===== src/rv32_isa_pkg.sv =====
package rv32_isa_pkg;

    // One 32-bit instruction or byte address.
    typedef logic [31:0] word_t;

    // Major opcode field in bits 6:0 of every base instruction.
    typedef logic [6:0] opcode_t;

    // Bit positions of the fields the fetch stage decodes.
    localparam int OPCODE_MSB = 6;
    localparam int OPCODE_LSB = 0;
    localparam int SIGN_BIT   = 31;

    // J-type immediate pieces, imm[20|10:1|11|19:12] in the encoding.
    localparam int J_HI_MSB   = 19;   // imm[19:12] sits in bits 19:12.
    localparam int J_HI_LSB   = 12;
    localparam int J_B11_POS  = 20;   // imm[11] sits in bit 20.
    localparam int J_LO_MSB   = 30;   // imm[10:1] sits in bits 30:21.
    localparam int J_LO_LSB   = 21;

    // B-type immediate pieces, imm[12|10:5] and imm[4:1|11].
    localparam int B_B11_POS  = 7;    // imm[11] sits in bit 7.
    localparam int B_MID_MSB  = 30;   // imm[10:5] sits in bits 30:25.
    localparam int B_MID_LSB  = 25;
    localparam int B_LO_MSB   = 11;   // imm[4:1] sits in bits 11:8.
    localparam int B_LO_LSB   = 8;

    // Opcodes the static predictor looks at.
    localparam opcode_t OPCODE_JAL    = 7'b1101111;
    localparam opcode_t OPCODE_BRANCH = 7'b1100011;

    // addi x0, x0, 0 is the canonical bubble.
    localparam word_t INSTR_NOP = 32'h0000_0013;

    // Sequential fetch advances one word at a time.
    localparam word_t PC_STEP = 32'd4;

endpackage


===== src/fetch_cfg_pkg.sv =====
package fetch_cfg_pkg;

    // First address fetched when reset is released.
    localparam rv32_isa_pkg::word_t RESET_PC = 32'h0000_0000;

    // The instruction store holds a small program only.
    localparam int MEM_WORDS = 64;

    // Width of a word index into the instruction store.
    localparam int MEM_ADDR_W = $clog2(MEM_WORDS);

    // Word index, taken from the byte address without its two low bits.
    typedef logic [MEM_ADDR_W-1:0] mem_addr_t;

endpackage


===== src/branch_predictor.sv =====
`timescale 1ns/1ps

module branch_predictor (
    input  rv32_isa_pkg::word_t fetch_word,
    output logic                predict_taken,
    output rv32_isa_pkg::word_t pc_offset
);
    import rv32_isa_pkg::*;

    opcode_t opcode;
    logic    sign;
    word_t   imm_j;
    word_t   imm_b;

    assign opcode = fetch_word[OPCODE_MSB:OPCODE_LSB];
    assign sign   = fetch_word[SIGN_BIT];   // imm sign bit for both J and B forms.

    // J immediate, a signed 21-bit byte offset with bit 0 always zero.
    assign imm_j = {
        {12{sign}},
        fetch_word[J_HI_MSB:J_HI_LSB],
        fetch_word[J_B11_POS],
        fetch_word[J_LO_MSB:J_LO_LSB],
        1'b0
    };

    // B immediate, a signed 13-bit byte offset with bit 0 always zero.
    assign imm_b = {
        {20{sign}},
        fetch_word[B_B11_POS],
        fetch_word[B_MID_MSB:B_MID_LSB],
        fetch_word[B_LO_MSB:B_LO_LSB],
        1'b0
    };

    // Backward taken, forward not taken; JAL is unconditional so it always redirects.
    always_comb begin
        if (opcode == OPCODE_JAL) begin
            predict_taken = 1'b1;
            pc_offset     = imm_j;
        end else if (opcode == OPCODE_BRANCH && sign) begin
            predict_taken = 1'b1;   // negative offset, most likely a loop back edge.
            pc_offset     = imm_b;
        end else begin
            predict_taken = 1'b0;
            pc_offset     = PC_STEP;
        end
    end

endmodule


===== src/fetch_pc_gen.sv =====
`timescale 1ns/1ps

module fetch_pc_gen (
    input  logic                clk,
    input  logic                rst_n,

    // Controls from the hazard unit and the memory stage.
    input  logic                stall,
    input  logic                branch_mispredicted,
    input  rv32_isa_pkg::word_t branch_pc,

    // Offset chosen by the predictor for the word now being fetched.
    input  rv32_isa_pkg::word_t pc_offset,

    output rv32_isa_pkg::word_t fetch_pc
);
    import rv32_isa_pkg::*;
    import fetch_cfg_pkg::*;

    word_t next_pc;

    // A late-stage redirect overrides whatever the predictor queued up.
    assign fetch_pc = branch_mispredicted ? branch_pc : next_pc;

    // Under stall the selected pc is stored, so a redirect seen during
    // a stalled cycle is not lost once fetch resumes.
    always_ff @(posedge clk or negedge rst_n) begin
        if (!rst_n) begin
            next_pc <= RESET_PC;
        end else if (stall) begin
            next_pc <= fetch_pc;
        end else begin
            next_pc <= fetch_pc + pc_offset;   // pc plus 4 or plus the predicted target.
        end
    end

endmodule


===== src/fetch_top.sv =====
`timescale 1ns/1ps

module fetch_top (
    input  logic                     clk,
    input  logic                     rst_n,

    // Pipeline control from the hazard and memory stages.
    input  logic                     stall,
    input  logic                     flush,
    input  logic                     branch_mispredicted,
    input  rv32_isa_pkg::word_t      branch_pc,

    // Program load port.
    input  logic                     load_en,
    input  fetch_cfg_pkg::mem_addr_t load_addr,
    input  rv32_isa_pkg::word_t      load_data,

    // Fetch/decode register outputs.
    output rv32_isa_pkg::word_t      pc_out,
    output rv32_isa_pkg::word_t      instr_out,
    output logic                     predicted_taken
);
    import rv32_isa_pkg::*;

    word_t fetch_pc;
    word_t fetch_word;
    word_t pc_offset;
    logic  predict_taken;

    instr_mem u_instr_mem (
        .clk        (clk),
        .rst_n      (rst_n),
        .load_en    (load_en),
        .load_addr  (load_addr),
        .load_data  (load_data),
        .fetch_pc   (fetch_pc),
        .fetch_word (fetch_word)
    );

    branch_predictor u_branch_predictor (
        .fetch_word    (fetch_word),
        .predict_taken (predict_taken),
        .pc_offset     (pc_offset)
    );

    fetch_pc_gen u_fetch_pc_gen (
        .clk                 (clk),
        .rst_n               (rst_n),
        .stall               (stall),
        .branch_mispredicted (branch_mispredicted),
        .branch_pc           (branch_pc),
        .pc_offset           (pc_offset),
        .fetch_pc            (fetch_pc)
    );

    if_id_reg u_if_id_reg (
        .clk             (clk),
        .rst_n           (rst_n),
        .stall           (stall),
        .flush           (flush),
        .fetch_pc        (fetch_pc),
        .fetch_word      (fetch_word),
        .predict_taken   (predict_taken),
        .pc_out          (pc_out),
        .instr_out       (instr_out),
        .predicted_taken (predicted_taken)
    );

endmodule


===== src/if_id_reg.sv =====
`timescale 1ns/1ps

module if_id_reg (
    input  logic                clk,
    input  logic                rst_n,

    input  logic                stall,
    input  logic                flush,

    // Fetch stage results for the current cycle.
    input  rv32_isa_pkg::word_t fetch_pc,
    input  rv32_isa_pkg::word_t fetch_word,
    input  logic                predict_taken,

    // Toward decode.
    output rv32_isa_pkg::word_t pc_out,
    output rv32_isa_pkg::word_t instr_out,
    output logic                predicted_taken
);
    import rv32_isa_pkg::*;
    import fetch_cfg_pkg::*;

    // Decode sees a bubble at the reset vector until the first real fetch lands.
    always_ff @(posedge clk or negedge rst_n) begin
        if (!rst_n) begin
            pc_out          <= RESET_PC;
            instr_out       <= INSTR_NOP;
            predicted_taken <= 1'b0;
        end else if (!stall) begin
            pc_out          <= fetch_pc;
            predicted_taken <= predict_taken;
            if (flush) begin
                instr_out <= INSTR_NOP;   // squash the word but keep its pc.
            end else begin
                instr_out <= fetch_word;
            end
        end
    end

endmodule


===== src/instr_mem.sv =====
`timescale 1ns/1ps

module instr_mem (
    input  logic                    clk,
    input  logic                    rst_n,

    // Load port, driven by the testbench before the program runs.
    input  logic                    load_en,
    input  fetch_cfg_pkg::mem_addr_t load_addr,
    input  rv32_isa_pkg::word_t     load_data,

    // Fetch port.
    input  rv32_isa_pkg::word_t     fetch_pc,
    output rv32_isa_pkg::word_t     fetch_word
);
    import rv32_isa_pkg::*;
    import fetch_cfg_pkg::*;

    word_t     mem [MEM_WORDS];
    mem_addr_t rd_addr;

    // The byte address is word aligned, so bits 1:0 are dropped.
    assign rd_addr = fetch_pc[MEM_ADDR_W+1:2];

    // Reads are combinational so the predictor sees the word in the same cycle.
    assign fetch_word = mem[rd_addr];

    // Every location starts out as a bubble, so an unloaded slot runs as a NOP.
    always_ff @(posedge clk or negedge rst_n) begin
        if (!rst_n) begin
            for (int i = 0; i < MEM_WORDS; i++) begin
                mem[i] <= INSTR_NOP;
            end
        end else if (load_en) begin
            mem[load_addr] <= load_data;   // visible to fetch from the next cycle.
        end
    end

endmodule


===== config.mk =====
export PLATFORM = sky130hd
export DESIGN_NAME = fetch_top
export DESIGN_NICKNAME = d
export VERILOG_FILES = /design/src/rv32_isa_pkg.sv /design/src/fetch_cfg_pkg.sv /design/src/branch_predictor.sv /design/src/fetch_pc_gen.sv /design/src/fetch_top.sv /design/src/if_id_reg.sv /design/src/instr_mem.sv
export SDC_FILE = /design/constraint.sdc
export NUM_CORES = 2
export LEC_CHECK = 0
export BUFFER_PORTS_ARGS = -buffer_cell sky130_fd_sc_hd__buf_2
export CORE_MARGIN = 2
export CORE_UTILIZATION = 50
export CTS_BUF_LIST = sky130_fd_sc_hd__clkbuf_4 sky130_fd_sc_hd__clkbuf_8
export CTS_CLUSTER_SIZE = 30
export DETAILED_ROUTE_END_ITERATION = 8
export PLACE_DENSITY = 0.66
export REMOVE_ABC_BUFFERS = 1
export SLEW_MARGIN = 0
export SYNTH_ARGS = -nofsm -noshare
export SYNTH_HDL_FRONTEND = slang
export SYNTH_SLANG_ARGS = --single-unit

===== constraint.sdc =====
create_clock -name clk -period 7.6 [get_ports clk]
set_clock_uncertainty 0.05 [all_clocks]
set_input_delay 0.38 -clock clk [delete_from_list [all_inputs] [get_ports clk]]
set_output_delay 0.38 -clock clk [all_outputs]
set_load 0.005 [all_outputs]

[After elaboration in Yosys (flattened, before gate mapping)]
Index checks and enable logic that the tools add are counted.
Word-level totals
  register bits: 2145
  bits in latches: 0
  RAM bits: 0
  memory bits (read-only): 0
  word-level logic and storage cells: 91
  memories kept: 0
Cells by class
  $add $sub $neg: 1
  multipliers: 0
  div/mod/pow operators: 0
  order comparisons: 3
  eq/ne operators: 2
  shifts and indexed selects: 0
  mux-type cells: 13
  bitwise gates (word level): 2
  reductions and logical operators: 2
Operators by type and width (number)
  $bwmux W2048: 1
  $mux W32: 8
  $bmux W32 S6: 1
  $demux W32 S6: 1
  $add A32 B32 Y32: 1
  $eq A7 B7 Y1 const B: 2
  $ge A7 B7 Y1 const B: 2
  $not A6 Y7: 2
  $lt A7 B1 Y1 const B: 1
  $logic_and A1 B1 Y1: 2
  $mux W1: 2

[Depth between registers and ports, before layout]
  word-level depth: 11
  mapped depth: 28

[By module]
Synthesis repeated with hierarchy kept, for this count alone.
Unflattened totals
  cells, all modules: 6474
  area, all modules: 99322.8 um^2
Modules (own cells, without submodules)
  instr_mem: times used 1, cells an instance 5797, area each 92566.3 um^2, sequential area each 51489.4 um^2
  fetch_pc_gen: times used 1, cells an instance 398, area each 3460.8 um^2, sequential area each 800.8 um^2
  if_id_reg: times used 1, cells an instance 207, area each 2711.4 um^2, sequential area each 1630.3 um^2
  branch_predictor: times used 1, cells an instance 72, area each 584.3 um^2, sequential area each 0.0 um^2

[Worst setup path after synthesis]
OpenSTA, ideal clock, no wires.
  path type: input to register
  start: in branch_mispredicted
  end: reg u_fetch_pc_gen.next_pc[31]
  library setup time: 0.073 ns
  arrival time: 5.269 ns
  slack: 2.209 ns
  cell stages on the path: 23
  buffers on the path: 3
  path through: buf_6 -> mux2i_4 -> inv_4 -> buf_8 -> buf_8 -> nand2_1 -> o21ai_1 -> a32o_1 -> a211o_1 -> a211oi_2 -> nand4_2 -> nor4_1 -> ha_1 -> o21a_1 -> o21a_1 -> o21ai_0 -> nor2_1 -> a21o_1 -> a211o_1 -> a211oi_1 -> o21ai_0 -> o41ai_1 -> nand4bb_1
On the way
  cells in the longest elaborated chain, start to end: 11
  elaborated cells between the ends (all ways): 12
Ends and longest elaborated chain
  start, declared: line fetch_top.sv:10  | input logic branch_mispredicted,
  $mux W32 (*): line fetch_pc_gen.sv:23  | assign fetch_pc = branch_mispredicted ? branch_pc : next_pc;
  $not A6 Y7 (not written as such): line instr_mem.sv:26  | assign fetch_word = mem[rd_addr];
  $bmux W32 S6: line instr_mem.sv:26
  $mux W32 (not written as such) (2 in a row): line instr_mem.sv:26
  $eq A7 B7 Y1: line branch_predictor.sv:41  | end else if (opcode == OPCODE_BRANCH && sign) begin
  $logic_and A1 B1 Y1: line branch_predictor.sv:41
  $mux W32: line branch_predictor.sv:41
  $mux W32: line branch_predictor.sv:38  | if (opcode == OPCODE_JAL) begin
  $add A32 B32 Y32: line fetch_pc_gen.sv:33  | next_pc <= fetch_pc + pc_offset;
  $mux W32 (*): line fetch_pc_gen.sv:30  | end else if (stall) begin
  end signal, assigned: line fetch_pc_gen.sv:31  | next_pc <= fetch_pc;
  end signal, assigned: line fetch_pc_gen.sv:33
  end, declared: line fetch_pc_gen.sv:20  | word_t next_pc;
Every way passes the cells marked *; elsewhere a longest branch is shown, timed or not. The select of a mux whose other input is x is not followed.
A chain may end at the register's enable or synchronous reset.

[Worst setup path after layout]
  start: reg u_fetch_pc_gen.next_pc[3]
  end: reg u_fetch_pc_gen.next_pc[15]
On the way
  cells in the longest elaborated chain, start to end: 11
  elaborated cells between the ends (all ways): 12
Ends and longest elaborated chain (line)
  $mux W32 (*): fetch_pc_gen.sv:23
  $not A6 Y7 (not written as such): instr_mem.sv:26
  $bmux W32 S6: instr_mem.sv:26
  $mux W32 (not written as such) (2 in a row): instr_mem.sv:26
  $eq A7 B7 Y1: branch_predictor.sv:41
  $logic_and A1 B1 Y1: branch_predictor.sv:41
  $mux W32: branch_predictor.sv:41
  $mux W32: branch_predictor.sv:38
  $add A32 B32 Y32 (*): fetch_pc_gen.sv:33
  $mux W32 (*): fetch_pc_gen.sv:30
Marks and branches as above.

==> impl_metrics.yaml <==
yosys:
  synth_edf_count: 0
  syn_inst: 9335
  yosys_warnings: 0
  netlist_area_um2: 104000
  synth.avg_cell_area_um2: 11.1
  yosysUniqueCellTypes: 91
  ys_seq_area_frac: 0.520
  synth_ff_type: "dfrtp_1"
  async_flop_share: 1.00
  ys_seq_elements: 2145
final_layout:
  seqCellArea_um2: 53900
  nFillCells: 17284
  drive_gt1_frac: 0.366
  multi_input_area_um2: 46100
  syn2layout_area_growth_pct: 11.1
  final_nets: 9355
  fin_util: 0.557
cts:
  clock_tree.root_cell: "clkbuf_8"
  insertion_delay_ns: 1.10
  cts_tree: "done"
  numCtsBuffers: 375
  post-cts-setup-buffers: 0
  clock_path_buffers: 4
  clkSlewWorstSetupHoldPaths_ns: 0.06
  clock_sinks: 2145
  htreeDepth: 5
die:
  start_util: 0.502
  dieWidth_um: 459
  die_h_um: 459
  row_count: 167
  io_pins: 141
  coreArea_um2: 207000
  dieArea_um2: 211000
placed_design:
  dp_hpwl_um: 186000
  gp_congestion: 0.936
  portBuffers: 140
global_route:
  grt_pass1_wl_um: 498000
  grt_max_degree: 176
  grt_pass1_vias: 77240
  antenna_found_initial: 20
  grt.overflow.total: 0
  grtUsageTotal: 0.311
setup_path:
  crit_top_cell: "o21ai_0"
  start_kind: "flip-flop"
  critPathMaxFanout: 40
  critPathKind: "flip-flop to flip-flop"
  slowest_stage: "dlygate4sd3_1"
  cp.required_ns: 8.50
  critPathArrivalTime_ns: 8.05
  r2r-start: "u_fetch_pc_gen.next_pc[3]"
  cp-end-kind: "flip-flop"
  startpoint: "u_fetch_pc_gen.next_pc[3]"
  slowest_delay_ns: 0.58
drt:
  first_pass_iters: 9
  wl_um: 333000
  via_count: 77721
  postRouteAntennaNets: 0
  avgViaCountPerCell: 6.35
  drtIter0Drc: 8740
  wl_per_cell_um: 27.2
  drc: 0
hold_path:
  hp-start: "load_data[27]"
  min-delay-path-class: "input pin to flip-flop"
sta:
  holdWs_ns: 0.0637
  slew_viol_final: 0
  fmax_ghz: 0.140
  fin_crit_sh: 0.940
  rsz0062_at_grt: "false"
  setup_violations: 0
  tightest_slew_ns: 1.37
  fin_setup_tns_ns: 0
  slew_headroom: 0.0799
  hold_violations: 0
  fin_crit_ns: 7.15
pwr:
  peakVddDrop_mv: 0.211
  p_leak_nw: 51.9
  powerDensity_nw_per_um2: 266
flow_run:
  drv_cap: 0
status:
  status: "completed"
-- sequential cells by signal, summed over array words and instances, names as in the netlist --
name / count
u_instr_mem.mem: 2048
u_fetch_pc_gen.next_pc: 32
u_if_id_reg.instr_out: 32
u_if_id_reg.pc_out: 32
u_if_id_reg.predicted_taken: 1
-- what timing repair did --
action                     4_1_cts  5_1_grt
gates resized for setup          0        4
hold endpoints to repair       511        0
hold buffers                    36        0
setup endpoints to repair        0        1
-- power by group --
| part | switching [W] | internal, W |
|---|---|---|
| Clock | 0.00482 | 0.00643 |
| Sequential | 0.000874 | 0.0131 |
| Combinational | 0.00323 | 0.00225 |
-- final timing paths --
path | end | slack, ns | cells past startpoint
min reg2reg | u_if_id_reg.instr_out[28] | 0.44 | 2
max | u_fetch_pc_gen.next_pc[15] | 0.45 | 25
min | u_instr_mem.mem[2043] | 0.06 | 3
max reg2reg | u_fetch_pc_gen.next_pc[15] | 0.45 | 25
min in group asynchronous | u_instr_mem.mem[216] | 0.07 | 3
max in group asynchronous | u_instr_mem.mem[1363] | 5.81 | 4
-- through the flow --
step / instance area (um2) / std cells / worst slack, ns / power, W
floorplan: 99700 / 8429 / -28.93 / 0.0173
global placement: 107000 / 11539 / 0.652 / 0.0193
detailed placement: 107000 / 11539 / 0.594 / 0.0195
CTS: 115000 / 12234 / 0.445 / 0.0307
global route: 115000 / 12240 / 0.0404 / 0.0319
finish: 115000 / 12243 / 0.454 / 0.0307
-- Yosys cell counts, types with 17 or more instances --
cell,number,area share
nor2b_1,56,0.0034
a211oi_1,37,0.0027
mux2i_1,51,0.0049
dfrtp_1,1950,0.47
buf_6,22,0.0024
buf_2,160,0.0077
o211ai_1,30,0.0022
o311ai_0,25,0.0021
nand3_1,619,0.030
dfstp_2,195,0.049
a31oi_1,18,0.0011
a21oi_1,139,0.0067
a311oi_1,337,0.028
buf_4,35,0.0025
nor3_1,66,0.0032
a311o_1,25,0.0024
and3_1,157,0.0095
ha_1,30,0.0036
o21ai_1,18,0.00087
inv_1,39,0.0014
o31ai_1,40,0.0029
xor2_1,17,0.0014
clkbuf_1,575,0.021
nor2_1,209,0.0076
o21ai_0,192,0.0093
nand2_1,1737,0.063
mux2_2,2101,0.23
o22ai_1,91,0.0055
nand2b_1,31,0.0019
buf_1,111,0.0040
a22oi_1,21,0.0015
-- critical path, delay by kind of cell, from the launching register on --
kind,cells,cell delay [ns]
adders and majority gates,2,0.70
AOI/OAI and AO/OA,15,3.13
and+or+nand+nor,3,0.87
xor gates and xnor gates,1,0.15
buffers and inverters,4,1.50
DFF,1,0.56
-- final cells by class --
type                    instances  area share
repair buffers                442      0.0311
multi-input cells            6237       0.400
clock buffers                 611      0.0653
inverters                      47     0.00188
well taps                    2704      0.0294
flip-flops and latches       2145       0.468
clock inverters                48     0.00374
diodes                          9    0.000196
-- per-layer routing --
layer | track usage | wire (um)
met1 | 0.418 | 136000
met2 | 0.480 | 151000
met3 | 0.0631 | 28400
met4 | 0.152 | 17100
met5 | 0 | 38
-- cell usage in the layout, fill, tap and decap left out, types with 48 or more instances in the layout --
| cell | instances |
|---|---|
| buf_4 | 230 |
| clkbuf_4 | 142 |
| a311oi_1 | 337 |
| dfstp_2 | 195 |
| buf_2 | 136 |
| nand2_1 | 1721 |
| nor2b_1 | 56 |
| dfrtp_1 | 1949 |
| nor3_1 | 65 |
| nor2_4 | 50 |
| nand3_1 | 619 |
| and3_1 | 157 |
| a21oi_1 | 139 |
| mux2_2 | 2101 |
| o22ai_1 | 91 |
| nor2_1 | 161 |
| o21ai_0 | 192 |
| clkbuf_8 | 469 |
| mux2i_1 | 48 |
-- cell families after synthesis --
| family | share of synthesized area |
|---|---|
| AOI/OAI and AO/OA | 0.0752 |
| xor gates and xnor gates | 0.00237 |
| adders and majority gates | 0.00381 |
| buffers and inverters | 0.0397 |
| DFF | 0.520 |
| muxes | 0.237 |
| and+or+nand+nor | 0.122 |
No activity file was read; power rests on OpenSTA's default activity.
